## src/hdl/attention_defines.svh

```systemverilog
`ifndef ATTENTION_DEFINES_SVH
`define ATTENTION_DEFINES_SVH

// --------------------------------------------------
// Bus widths
// --------------------------------------------------
`define ATT_ADDR_W 12
`define ATT_DATA_W 32
`define ATT_DIM_W 16

// --------------------------------------------------
// Dimension word layout
// --------------------------------------------------
// Rows in the upper half, columns in the lower half
`define ATT_ROWS_MSB 31
`define ATT_ROWS_LSB 16
`define ATT_DIMS_ADDR 0

// Wq, Wk and Wv
`define ATT_NUM_PROJ 3

`endif

```

## src/hdl/attention_pkg.sv

```systemverilog
`include "attention_defines.svh"

package attention_pkg;

  typedef logic [`ATT_ADDR_W-1:0] addr_t;
  typedef logic [`ATT_DATA_W-1:0] data_t;
  typedef logic [`ATT_DIM_W-1:0]  dim_t;

  // Top-level run phases
  typedef enum logic [2:0] {
    PH_IDLE,
    PH_DIMS_REQ,
    PH_DIMS_CAPTURE,
    PH_PROJECT,
    PH_SCORE
  } phase_t;

  // Shared by the projection and score engines
  typedef enum logic [1:0] {
    ENG_IDLE,
    ENG_RUN,
    ENG_DRAIN
  } engine_state_t;

endpackage

```

## src/hdl/mac_unit.sv

```systemverilog
`timescale 1ns/100ps

module mac_unit (
  input  logic                 clk,
  input  logic                 reset_n,
  input  logic                 valid,
  input  logic                 first,
  input  attention_pkg::data_t a,
  input  attention_pkg::data_t b,
  output attention_pkg::data_t acc,
  output logic                 acc_valid
);

  import attention_pkg::*;

  data_t prod_q;
  logic  valid_q;
  logic  first_q;

  always_ff @(posedge clk)
  begin
    if (!reset_n)
    begin
      valid_q   <= 1'b0;
      acc_valid <= 1'b0;
    end
    else
    begin
      valid_q   <= valid;
      acc_valid <= valid_q;
    end
  end

  // Stage one multiplies, stage two loads or accumulates
  always_ff @(posedge clk)
  begin
    prod_q  <= a * b;
    first_q <= first;
    if (valid_q)
      acc <= first_q ? prod_q : acc + prod_q;
  end

endmodule

```

## src/hdl/projection_engine.sv

```systemverilog
`timescale 1ns/100ps
`include "attention_defines.svh"

module projection_engine (
  input  logic                  clk,
  input  logic                  reset_n,
  input  logic                  start,
  input  attention_pkg::dim_t   rows_n,
  input  attention_pkg::dim_t   cols_e,
  input  attention_pkg::dim_t   cols_d,
  output attention_pkg::addr_t  input_read_address,
  input  attention_pkg::data_t  input_read_data,
  output attention_pkg::addr_t  weight_read_address,
  input  attention_pkg::data_t  weight_read_data,
  output logic                  wr_enable,
  output attention_pkg::addr_t  wr_address,
  output attention_pkg::data_t  wr_data,
  output logic                  scratchpad_write_enable,
  output attention_pkg::addr_t  scratchpad_write_address,
  output attention_pkg::data_t  scratchpad_write_data,
  output logic                  done
);

  import attention_pkg::*;

  engine_state_t state;
  dim_t          m_idx;
  dim_t          r_idx;
  dim_t          c_idx;
  dim_t          k_idx;
  logic          issue;
  logic          term_last;
  logic          final_term;
  addr_t         nd_size;

  // Term flags aligned with the read data at the MAC input
  logic          valid_q;
  logic          first_q;

  // Per-read tags, index 2 lines up with the accumulator output
  logic [2:0]    last_q;
  logic [2:0]    kcopy_q;
  logic [2:0]    final_q;
  addr_t         dest_q [3];

  data_t         acc;
  logic          acc_valid;

  // --------------------------------------------------
  // Loop control
  // --------------------------------------------------
  assign issue      = (state == ENG_RUN);
  assign term_last  = (k_idx == cols_e - 1'b1);
  assign final_term = term_last && (c_idx == cols_d - 1'b1) &&
                      (r_idx == rows_n - 1'b1) &&
                      (m_idx == dim_t'(`ATT_NUM_PROJ - 1));
  assign nd_size    = addr_t'(rows_n * cols_d);

  // I row-major from 1, each W column-major from 1
  assign input_read_address  = addr_t'(1 + r_idx * cols_e + k_idx);
  assign weight_read_address = addr_t'(1 + (m_idx * cols_d + c_idx) * cols_e + k_idx);

  always_ff @(posedge clk)
  begin
    if (!reset_n)
    begin
      state <= ENG_IDLE;
      m_idx <= '0;
      r_idx <= '0;
      c_idx <= '0;
      k_idx <= '0;
    end
    else
    begin
      case (state)
        ENG_IDLE:
        begin
          if (start)
          begin
            state <= ENG_RUN;
            m_idx <= '0;
            r_idx <= '0;
            c_idx <= '0;
            k_idx <= '0;
          end
        end
        ENG_RUN:
        begin
          if (final_term)
            state <= ENG_DRAIN;
          // Term, then column, then row, then matrix
          if (!term_last)
            k_idx <= k_idx + 1'b1;
          else
          begin
            k_idx <= '0;
            if (c_idx != cols_d - 1'b1)
              c_idx <= c_idx + 1'b1;
            else
            begin
              c_idx <= '0;
              if (r_idx != rows_n - 1'b1)
                r_idx <= r_idx + 1'b1;
              else
              begin
                r_idx <= '0;
                m_idx <= m_idx + 1'b1;
              end
            end
          end
        end
        ENG_DRAIN:
        begin
          if (wr_enable && final_q[2])
            state <= ENG_IDLE;
        end
        default:
          state <= ENG_IDLE;
      endcase
    end
  end

  // --------------------------------------------------
  // Destination delay line
  // --------------------------------------------------
  always_ff @(posedge clk)
  begin
    if (!reset_n)
    begin
      valid_q <= 1'b0;
      last_q  <= '0;
      final_q <= '0;
      done    <= 1'b0;
    end
    else
    begin
      valid_q <= issue;
      last_q  <= {last_q[1:0], issue && term_last};
      final_q <= {final_q[1:0], issue && final_term};
      done    <= wr_enable && final_q[2];
    end
  end

  always_ff @(posedge clk)
  begin
    first_q   <= (k_idx == '0);
    kcopy_q   <= {kcopy_q[1:0], m_idx == dim_t'(1)};
    dest_q[0] <= addr_t'(m_idx * nd_size + r_idx * cols_d + c_idx);
    dest_q[1] <= dest_q[0];
    dest_q[2] <= dest_q[1];
  end

  mac_unit u_mac (
    .clk       (clk),
    .reset_n   (reset_n),
    .valid     (valid_q),
    .first     (first_q),
    .a         (input_read_data),
    .b         (weight_read_data),
    .acc       (acc),
    .acc_valid (acc_valid)
  );

  // --------------------------------------------------
  // Result and K copy writes
  // --------------------------------------------------
  assign wr_enable  = acc_valid && last_q[2];
  assign wr_address = dest_q[2];
  assign wr_data    = acc;

  // K sits one n*d block into the result SRAM, at 0 in the scratchpad
  assign scratchpad_write_enable  = wr_enable && kcopy_q[2];
  assign scratchpad_write_address = wr_address - nd_size;
  assign scratchpad_write_data    = acc;

  a_write_while_active: assert property (@(posedge clk) disable iff (!reset_n)
    wr_enable |-> (state == ENG_RUN || state == ENG_DRAIN));

endmodule

```

## src/hdl/score_engine.sv

```systemverilog
`timescale 1ns/100ps
`include "attention_defines.svh"

module score_engine (
  input  logic                  clk,
  input  logic                  reset_n,
  input  logic                  start,
  input  attention_pkg::dim_t   rows_n,
  input  attention_pkg::dim_t   cols_d,
  output attention_pkg::addr_t  result_read_address,
  input  attention_pkg::data_t  result_read_data,
  output attention_pkg::addr_t  scratchpad_read_address,
  input  attention_pkg::data_t  scratchpad_read_data,
  output logic                  wr_enable,
  output attention_pkg::addr_t  wr_address,
  output attention_pkg::data_t  wr_data,
  output logic                  done
);

  import attention_pkg::*;

  engine_state_t state;
  dim_t          i_idx;
  dim_t          j_idx;
  dim_t          k_idx;
  logic          issue;
  logic          term_last;
  logic          final_term;
  addr_t         s_base;

  logic          valid_q;
  logic          first_q;
  logic [2:0]    last_q;
  logic [2:0]    final_q;
  addr_t         dest_q [3];

  data_t         acc;
  logic          acc_valid;

  // --------------------------------------------------
  // Loop control
  // --------------------------------------------------
  assign issue      = (state == ENG_RUN);
  assign term_last  = (k_idx == cols_d - 1'b1);
  assign final_term = term_last && (j_idx == rows_n - 1'b1) && (i_idx == rows_n - 1'b1);

  // S follows Q, K and V in the result SRAM
  assign s_base = addr_t'(`ATT_NUM_PROJ * rows_n * cols_d);

  // Q row i from the result SRAM, K row j from the scratchpad
  assign result_read_address     = addr_t'(i_idx * cols_d + k_idx);
  assign scratchpad_read_address = addr_t'(j_idx * cols_d + k_idx);

  always_ff @(posedge clk)
  begin
    if (!reset_n)
    begin
      state <= ENG_IDLE;
      i_idx <= '0;
      j_idx <= '0;
      k_idx <= '0;
    end
    else
    begin
      case (state)
        ENG_IDLE:
        begin
          if (start)
          begin
            state <= ENG_RUN;
            i_idx <= '0;
            j_idx <= '0;
            k_idx <= '0;
          end
        end
        ENG_RUN:
        begin
          if (final_term)
            state <= ENG_DRAIN;
          if (!term_last)
            k_idx <= k_idx + 1'b1;
          else
          begin
            k_idx <= '0;
            if (j_idx != rows_n - 1'b1)
              j_idx <= j_idx + 1'b1;
            else
            begin
              j_idx <= '0;
              i_idx <= i_idx + 1'b1;
            end
          end
        end
        ENG_DRAIN:
        begin
          if (wr_enable && final_q[2])
            state <= ENG_IDLE;
        end
        default:
          state <= ENG_IDLE;
      endcase
    end
  end

  // --------------------------------------------------
  // Destination delay line and MAC
  // --------------------------------------------------
  always_ff @(posedge clk)
  begin
    if (!reset_n)
    begin
      valid_q <= 1'b0;
      last_q  <= '0;
      final_q <= '0;
      done    <= 1'b0;
    end
    else
    begin
      valid_q <= issue;
      last_q  <= {last_q[1:0], issue && term_last};
      final_q <= {final_q[1:0], issue && final_term};
      done    <= wr_enable && final_q[2];
    end
  end

  always_ff @(posedge clk)
  begin
    first_q   <= (k_idx == '0);
    dest_q[0] <= addr_t'(s_base + i_idx * rows_n + j_idx);
    dest_q[1] <= dest_q[0];
    dest_q[2] <= dest_q[1];
  end

  mac_unit u_mac (
    .clk       (clk),
    .reset_n   (reset_n),
    .valid     (valid_q),
    .first     (first_q),
    .a         (result_read_data),
    .b         (scratchpad_read_data),
    .acc       (acc),
    .acc_valid (acc_valid)
  );

  assign wr_enable  = acc_valid && last_q[2];
  assign wr_address = dest_q[2];
  assign wr_data    = acc;

endmodule

```

## src/hdl/attention_sequencer.sv

```systemverilog
`timescale 1ns/100ps
`include "attention_defines.svh"

module attention_sequencer (
  input  logic                  clk,
  input  logic                  reset_n,
  input  logic                  dut_valid,
  output logic                  dut_ready,
  input  attention_pkg::data_t  dims_input_word,
  input  attention_pkg::data_t  dims_weight_word,
  output logic                  dims_read,
  output attention_pkg::dim_t   rows_n,
  output attention_pkg::dim_t   cols_e,
  output attention_pkg::dim_t   cols_d,
  output logic                  proj_start,
  input  logic                  proj_done,
  output logic                  score_start,
  input  logic                  score_done,
  input  logic                  proj_wr_enable,
  input  attention_pkg::addr_t  proj_wr_address,
  input  attention_pkg::data_t  proj_wr_data,
  input  logic                  score_wr_enable,
  input  attention_pkg::addr_t  score_wr_address,
  input  attention_pkg::data_t  score_wr_data,
  output logic                  result_write_enable,
  output attention_pkg::addr_t  result_write_address,
  output attention_pkg::data_t  result_write_data
);

  import attention_pkg::*;

  phase_t phase;

  // --------------------------------------------------
  // Phase FSM
  // --------------------------------------------------
  always_ff @(posedge clk)
  begin
    if (!reset_n)
    begin
      phase       <= PH_IDLE;
      proj_start  <= 1'b0;
      score_start <= 1'b0;
    end
    else
    begin
      proj_start  <= (phase == PH_DIMS_CAPTURE);
      score_start <= (phase == PH_PROJECT) && proj_done;
      case (phase)
        PH_IDLE:
        begin
          if (dut_valid)
            phase <= PH_DIMS_REQ;
        end
        PH_DIMS_REQ:
          phase <= PH_DIMS_CAPTURE;
        PH_DIMS_CAPTURE:
          phase <= PH_PROJECT;
        PH_PROJECT:
        begin
          if (proj_done)
            phase <= PH_SCORE;
        end
        PH_SCORE:
        begin
          if (score_done)
            phase <= PH_IDLE;
        end
        default:
          phase <= PH_IDLE;
      endcase
    end
  end

  assign dut_ready = (phase == PH_IDLE);

  // Address 0 goes out in the request cycle, the words return one cycle later
  assign dims_read = (phase == PH_DIMS_REQ);

  always_ff @(posedge clk)
  begin
    if (phase == PH_DIMS_CAPTURE)
    begin
      rows_n <= dims_input_word[`ATT_ROWS_MSB:`ATT_ROWS_LSB];
      cols_e <= dims_input_word[`ATT_DIM_W-1:0];
      cols_d <= dims_weight_word[`ATT_DIM_W-1:0];
    end
  end

  // --------------------------------------------------
  // Result SRAM write port
  // --------------------------------------------------
  assign result_write_enable  = (phase == PH_PROJECT) ? proj_wr_enable :
                                (phase == PH_SCORE)   ? score_wr_enable : 1'b0;
  assign result_write_address = (phase == PH_SCORE) ? score_wr_address : proj_wr_address;
  assign result_write_data    = (phase == PH_SCORE) ? score_wr_data : proj_wr_data;

  // Inner dimensions of I and each W must agree
  a_dims_match: assert property (@(posedge clk) disable iff (!reset_n)
    (phase == PH_DIMS_CAPTURE) |->
      (dims_weight_word[`ATT_ROWS_MSB:`ATT_ROWS_LSB] == dims_input_word[`ATT_DIM_W-1:0]));

  a_no_score_write_in_project: assert property (@(posedge clk) disable iff (!reset_n)
    (phase == PH_PROJECT) |-> !score_wr_enable);

  a_no_proj_write_in_score: assert property (@(posedge clk) disable iff (!reset_n)
    (phase == PH_SCORE) |-> !proj_wr_enable);

endmodule

```

## src/hdl/attention_top.sv

```systemverilog
`timescale 1ns/100ps
`include "attention_defines.svh"

module attention_top (
  input  logic                  clk,
  input  logic                  reset_n,
  input  logic                  dut_valid,
  output logic                  dut_ready,
  output attention_pkg::addr_t  input_read_address,
  input  attention_pkg::data_t  input_read_data,
  output attention_pkg::addr_t  weight_read_address,
  input  attention_pkg::data_t  weight_read_data,
  output logic                  result_write_enable,
  output attention_pkg::addr_t  result_write_address,
  output attention_pkg::data_t  result_write_data,
  output attention_pkg::addr_t  result_read_address,
  input  attention_pkg::data_t  result_read_data,
  output logic                  scratchpad_write_enable,
  output attention_pkg::addr_t  scratchpad_write_address,
  output attention_pkg::data_t  scratchpad_write_data,
  output attention_pkg::addr_t  scratchpad_read_address,
  input  attention_pkg::data_t  scratchpad_read_data
);

  import attention_pkg::*;

  logic  dims_read;
  dim_t  rows_n;
  dim_t  cols_e;
  dim_t  cols_d;
  logic  proj_start;
  logic  proj_done;
  logic  score_start;
  logic  score_done;
  addr_t proj_input_address;
  addr_t proj_weight_address;
  logic  proj_wr_enable;
  addr_t proj_wr_address;
  data_t proj_wr_data;
  logic  score_wr_enable;
  addr_t score_wr_address;
  data_t score_wr_data;

  // Dimension words live at the same address in both SRAMs
  assign input_read_address  = dims_read ? addr_t'(`ATT_DIMS_ADDR) : proj_input_address;
  assign weight_read_address = dims_read ? addr_t'(`ATT_DIMS_ADDR) : proj_weight_address;

  attention_sequencer u_sequencer (
    .clk                  (clk),
    .reset_n              (reset_n),
    .dut_valid            (dut_valid),
    .dut_ready            (dut_ready),
    .dims_input_word      (input_read_data),
    .dims_weight_word     (weight_read_data),
    .dims_read            (dims_read),
    .rows_n               (rows_n),
    .cols_e               (cols_e),
    .cols_d               (cols_d),
    .proj_start           (proj_start),
    .proj_done            (proj_done),
    .score_start          (score_start),
    .score_done           (score_done),
    .proj_wr_enable       (proj_wr_enable),
    .proj_wr_address      (proj_wr_address),
    .proj_wr_data         (proj_wr_data),
    .score_wr_enable      (score_wr_enable),
    .score_wr_address     (score_wr_address),
    .score_wr_data        (score_wr_data),
    .result_write_enable  (result_write_enable),
    .result_write_address (result_write_address),
    .result_write_data    (result_write_data)
  );

  projection_engine u_projection (
    .clk                      (clk),
    .reset_n                  (reset_n),
    .start                    (proj_start),
    .rows_n                   (rows_n),
    .cols_e                   (cols_e),
    .cols_d                   (cols_d),
    .input_read_address       (proj_input_address),
    .input_read_data          (input_read_data),
    .weight_read_address      (proj_weight_address),
    .weight_read_data         (weight_read_data),
    .wr_enable                (proj_wr_enable),
    .wr_address               (proj_wr_address),
    .wr_data                  (proj_wr_data),
    .scratchpad_write_enable  (scratchpad_write_enable),
    .scratchpad_write_address (scratchpad_write_address),
    .scratchpad_write_data    (scratchpad_write_data),
    .done                     (proj_done)
  );

  score_engine u_score (
    .clk                     (clk),
    .reset_n                 (reset_n),
    .start                   (score_start),
    .rows_n                  (rows_n),
    .cols_d                  (cols_d),
    .result_read_address     (result_read_address),
    .result_read_data        (result_read_data),
    .scratchpad_read_address (scratchpad_read_address),
    .scratchpad_read_data    (scratchpad_read_data),
    .wr_enable               (score_wr_enable),
    .wr_address              (score_wr_address),
    .wr_data                 (score_wr_data),
    .done                    (score_done)
  );

endmodule

```

## config.mk

```make
export PLATFORM = sky130hd
export DESIGN_NAME = attention_top
export DESIGN_NICKNAME = d
export VERILOG_FILES = /design/src/hdl/attention_pkg.sv /design/src/hdl/mac_unit.sv /design/src/hdl/projection_engine.sv /design/src/hdl/score_engine.sv /design/src/hdl/attention_sequencer.sv /design/src/hdl/attention_top.sv
export VERILOG_INCLUDE_DIRS = /design/src /design/src/hdl
export SDC_FILE = /design/constraint.sdc
export NUM_CORES = 2
export LEC_CHECK = 0
export BUFFER_PORTS_ARGS = -buffer_cell sky130_fd_sc_hd__buf_4
export CORE_AREA = 2 2 553 555
export DETAILED_ROUTE_END_ITERATION = 7
export DIE_AREA = 0 0 555 557
export PLACE_DENSITY = 0.41
export SLEW_MARGIN = 25
export SYNTH_ARGS = -nofsm -noshare
export SYNTH_HDL_FRONTEND = slang
export SYNTH_SLANG_ARGS = --single-unit
```

## constraint.sdc

```tcl
create_clock -name clk -period 21.3 [get_ports clk]
set_input_delay 2.13 -clock clk [delete_from_list [all_inputs] [get_ports clk]]
set_output_delay 2.13 -clock clk [all_outputs]
set_load 0.005 [all_outputs]
```

# Yosys cells after proc, flatten, opt, wreduce, memory -nomap -nowiden
# Memories as Yosys holds them, arrays and structs flattened.
# Index checks and enable logic that the tools add are counted.
# totals
memories	2
in_bits	131
ff_bits	324
ram_bits	72
elab_cells	183
# mem_list
memory	words	word_bits	read_ports	rd_clocked_by_memory_dff	wr	line_no	text
u_projection.dest_q	3	12	3	0	3	projection_engine.sv:44	addr_t dest_q [3];
u_score.dest_q	3	12	3	0	3	score_engine.sv:35	addr_t dest_q [3];
# classes
add_sub_neg	24
n_mul	13
n_eq_ne	33
n_reduce_logical	32
n_mux	43
# ops
cell	n
two-way mux 16 bit	16
one-hot mux 16 bit (2 select lines)	7
adder 16 x 1 -> 16 bit (second input constant)	7
adder 12 bit	8
equality test 16 bit	6
multiplier 16 x 16 -> 12 bit	6
two-way mux 32 bit	3
adder 32 bit	2
multiplier 32 x 32 -> 32 bit	2
inequality test 16 bit	3
subtractor 16 x 1 -> 16 bit (second input constant)	3
two-way mux 12 bit	3
adder 32 x 16 -> 32 bit	1
logical NOT 16 bit	2
multiplier 16 x 16 -> 32 bit	1
multiplier 32 x 16 -> 12 bit	1
adder 1 x 12 -> 12 bit (first input constant)	2
inequality test 2 bit (second input constant)	10
multiplier 18 x 16 -> 12 bit	1
multiplier 2 x 16 -> 18 bit (first input constant)	1
equality test 16 x 1 -> 1 bit (second input constant)	1
equality test 16 x 2 -> 1 bit (second input constant)	1
multiplier 16 x 12 -> 12 bit	1
logical AND 1 bit	15
other kinds (19)	42

# Longest topological paths before layout
# depth
depth_word	7
ltp_mapped	39
mapped_depth_nobuf	36

# By module
# From an unflattened synthesis, not the netlist that was laid out.
# unflattened
cells_unflattened	8694
hier_area_um2	77307.9
# modules_own_cells
mod	seq_area_each_um2	area_each_um2	cells_each	n_inst
projection_engine	2282.2	21206.6	2566	1
mac_unit at u_projection.u_mac	1661.6	19273.5	2131	1
mac_unit at u_score.u_mac	1661.6	19257.2	2100	1
score_engine	1901.8	14951.8	1750	1
attention_sequencer	1541.5	2406.1	121	1
attention_top	0.0	212.7	26	1

# Worst setup path before layout
# OpenSTA, ideal clock, no wires.
# synth_timing
path_type	register to output
start	reg u_sequencer.cols_d[1]
end	out weight_read_address[11]
path_slack_ns	10.279
path_stages_with_launch	38
arrival_time_ns	8.891
n_path_buf	3
t_required_ns	19.170
path_cell_list	edfxtp_1 > clkbuf_1 > clkbuf_1 > clkbuf_1 > nand2_1 > fa_1 > fa_1 > inv_1 > ha_1 > inv_1 > fa_1 > inv_1 > fa_1 > inv_1 > fa_1 > inv_1 > ha_1 > a21oi_1 > [... 2 more ...] > and2_1 > fa_1 > inv_1 > fa_1 > fa_1 > inv_1 > fa_1 > inv_1 > fa_1 > xor2_1 > xnor2_1 > xnor2_1 > xnor2_1 > xnor2_1 > xnor2_1 > xnor3_1 > xor3_1 > nor2b_1
# synth_via
elab_chain_cells	6
# synth_lines
element	line_no	text
from (decl)	attention_sequencer.sv:14	output attention_pkg::dim_t cols_d,
from (signal assigned)	attention_sequencer.sv:86	cols_d <= dims_weight_word[`ATT_DIM_W-1:0];
multiplier 16 x 16 -> 32 bit	projection_engine.sv:61	assign weight_read_address = addr_t'(1 + (m_idx * cols_d + c_idx) * cols_e + k_idx);
adder 32 x 16 -> 32 bit	projection_engine.sv:61	
multiplier 32 x 16 -> 12 bit	projection_engine.sv:61	
adder 1 x 12 -> 12 bit	projection_engine.sv:61	
adder 12 bit	projection_engine.sv:61	
two-way mux 12 bit	attention_top.sv:46	assign weight_read_address = dims_read ? addr_t'(`ATT_DIMS_ADDR) : proj_weight_address;
to (decl)	attention_top.sv:11	output attention_pkg::addr_t weight_read_address,
# No other way between the ends.

# Worst setup path after layout
# layout_timing
start	reg u_sequencer.cols_d[0]
end	out weight_read_address[11]
# The elaborated chain is that of the path after synthesis.

==> results.toml <==
[run_status]
status = "completed"

[clock_tree]
cts_tree = "built"
clk_path_buf_depth = 3
h-tree-depth = 2
holdBufCountCts = 0
cts-resized-gates = 0
cts_root_buf = "clkbuf_16"
clock_latency_ns = 0.69
postCtsSetupBuffers = 0
cts.clk_slew.worst_paths_ns = 0.07
cts_sinks = 396
cts_buffers = 51

[worst_setup_path]
endpoint_kind = "primary output"
worst_path_most_repeated_cell = "fa_1"
reg2regPathDepth = 37
arrival_ns = 10.45
cp.required_ns = 19.17
crit_type = "register to primary output"
cp_num_buf_inv = 9
critPathMaxStageDelay_ns = 0.72
slowest_stage = "buf_4"
reg2reg_from = "u_sequencer.cols_d[0]$_DFFE_PP_"
startpoint_type = "register"
reg2reg_to = "u_projection.dest_q[0][11]$_DFF_P_"
path_max_fanout = 65
r2r_slack_ns = 10.77
cpLargestDelayFamily = "adder cells"

[placed_design]
place_hpwl_um = 194000
io_buffers = 269
pre_cts_ws_ns = 9.29
dp_cells = 12600
gp_congestion = 0.833

[yosys]
ys_seq_area_frac = 0.120
post_synth_mux_area_share = 0.00872
yosysTopAreaCell = "fa_1"
syn_area_mm2 = 0.0755
synth_top_family_by_area = "adder cells"
synthXorXnorAreaFrac = 0.0865
synth_compound_area_frac = 0.0475
mappedNetlistNets = 10800
synthAdderAreaFrac = 0.459
ys_async_sr_fraction = 0
synth-main-ff-cell = "dfxtp_1"
yosysWarnings = 0
synth_top_cell_area_share = 0.345
synthTopCellsByArea = "fa_1, ha_1, inv_1"
ys_seq_elements = 396
yosys.cell_types.count = 87
syn_inst = 8647
synth-simple-area-share = 0.167
syn_avg_cell_area_um2 = 8.73
synth-edff-count = 112

[sta]
setup_viol = 0
fmax_mhz = 79.5
fin_crit_ns = 12.58
finalMaxSlewViolations = 0
fin_crit_sh = 0.591
rsz0062_at_grt = "false"
skew_ns = 0.0621
worst_slack_ns = 8.72
worst_pin_slew_ns = 1.06
hold_viol_final = 0
maxSlewHeadroom = 0.287
setup_tns_ns = 0

[cells_and_area]
layout_common_cells = "inv_1, nand2_1, fa_1, ha_1, and2_1"
layout_commonest_cell = "inv_1"
synthToLayoutAreaGrowth_pct = 10.3
fillers = 32700
final_layout_size_suffix_gt1_frac = 0.0597
fin_cells = 12700
final_nets = 10700

[floorplanning]
die_x_um = 555
rows = 203
pin_count = 270
chipHeight_um = 557
core_region_area_mm2 = 0.304
die_area_mm2 = 0.309
start_util = 0.248

[worst_hold_path]
min_to = "u_projection.kcopy_q[1]$_DFF_P_"
min_path_cells = 0
hp-start = "u_projection.kcopy_q[0]$_DFF_P_"
hold_class = "register to register"

[global_route]
overflow = 0
grt_start_max_net_pins = 66
grt_pass1_vias = 61400
track_usage = 0.159
antenna_found_initial = 8
grt_pass1_wl_um = 379000

[routing]
first_iter_violations = 2772
routed_wl_um = 243000
drc = 0
postRouteAntennaNets = 0
vias_per_cell = 4.43
wl_per_cell_um = 19.2
routed-via-count = 56100
dr.pass1.iters = 5

[run]
cap_violations = 0
Yosys cell counts, drive strengths merged, types with 13 or more instances:
master	instances
dfxtp	284
a21oi	170
inv	1817
xor2	175
and3	48
mux2i	14
o21ai	135
nor2	267
ha	690
or3	26
and2	562
a31oi	14
o21a	23
o21bai	37
o31ai	18
nand3	79
a21o	52
nor2b	39
o211ai	13
nand4	44
nor3	71
fa	1300
nor4	29
clkbuf	391
a211oi	20
or4	15
edfxtp	112
mux2	46
nand2b	41
nand2	1409
xnor3	20
buf	31
xnor2	514
stage by stage:
| stage | util | instance area, µm² | hold WS [ns] |
|---|---|---|---|
| 3_3_place_gp | 0.268 | 81500 | 0.312 |
| 2_1_floorplan | - | 75500 | 0.310 |
| 4_1_cts | 0.274 | 83200 | 0.321 |
| 6_report | 0.274 | 83300 | 0.316 |
| 5_1_grt | 0.274 | 83300 | 0.330 |
| 3_5_place_dp | 0.268 | 81500 | 0.312 |
logic make-up after synthesis:
group                    Yosys count
AO/OA/AOI/OAI                    565
flip-flops                       396
multiplexers                      60
AND/OR/NAND/NOR                 2684
XOR/XNOR                         711
buffers and inverters           2241
adder cells (fa/ha/maj)         1990
worst max path at each step:
stage,endpoint,startpoint,depth (start not counted)
floorplan,weight_read_address[11],u_sequencer.cols_d[1]$_DFFE_PP_,37
global placement,weight_read_address[11],u_sequencer.cols_d[0]$_DFFE_PP_,36
detailed placement,weight_read_address[11],u_sequencer.cols_d[0]$_DFFE_PP_,36
CTS,weight_read_address[11],u_sequencer.cols_d[0]$_DFFE_PP_,36
global route,weight_read_address[11],u_sequencer.cols_d[0]$_DFFE_PP_,36
finish,weight_read_address[11],u_sequencer.cols_d[0]$_DFFE_PP_,36
routing by layer:
metal	up-vias	part of all wire	global-route usage
met1	28900	0.44	0.209
met5	-	0	0
met4	0	0.019	0.0287
li1	25900	-	-
met2	1055	0.50	0.285
met3	217	0.037	0.0150
sequential cells by signal, indices dropped and copies added (netlist names), 16 cells and up:
signal / count
u_projection.c_idx: 16
u_projection.dest_q: 36
u_projection.k_idx: 16
u_projection.m_idx: 16
u_projection.r_idx: 16
u_projection.u_mac.acc: 32
u_projection.u_mac.prod_q: 32
u_score.dest_q: 36
u_score.i_idx: 16
u_score.j_idx: 16
u_score.k_idx: 16
u_score.u_mac.acc: 32
u_score.u_mac.prod_q: 32
u_sequencer.cols_d: 16
u_sequencer.cols_e: 16
u_sequencer.rows_n: 16
cell type report:
type / instances / area [µm²] / area share
diodes: 8 / 20.0 / 0.000240
clock buffers: 62 / 1360 / 0.0163
clock inverters: 34 / 408 / 0.00490
inverters: 1819 / 6830 / 0.0820
multi-input cells: 6010 / 58100 / 0.697
flip-flops and latches: 396 / 9050 / 0.109
well taps: 3997 / 5000 / 0.0600
repair buffers: 339 / 2550 / 0.0306
Power is not shown: default switching activity piles up to over one toggle a cycle in this logic, so the estimate is an artifact.
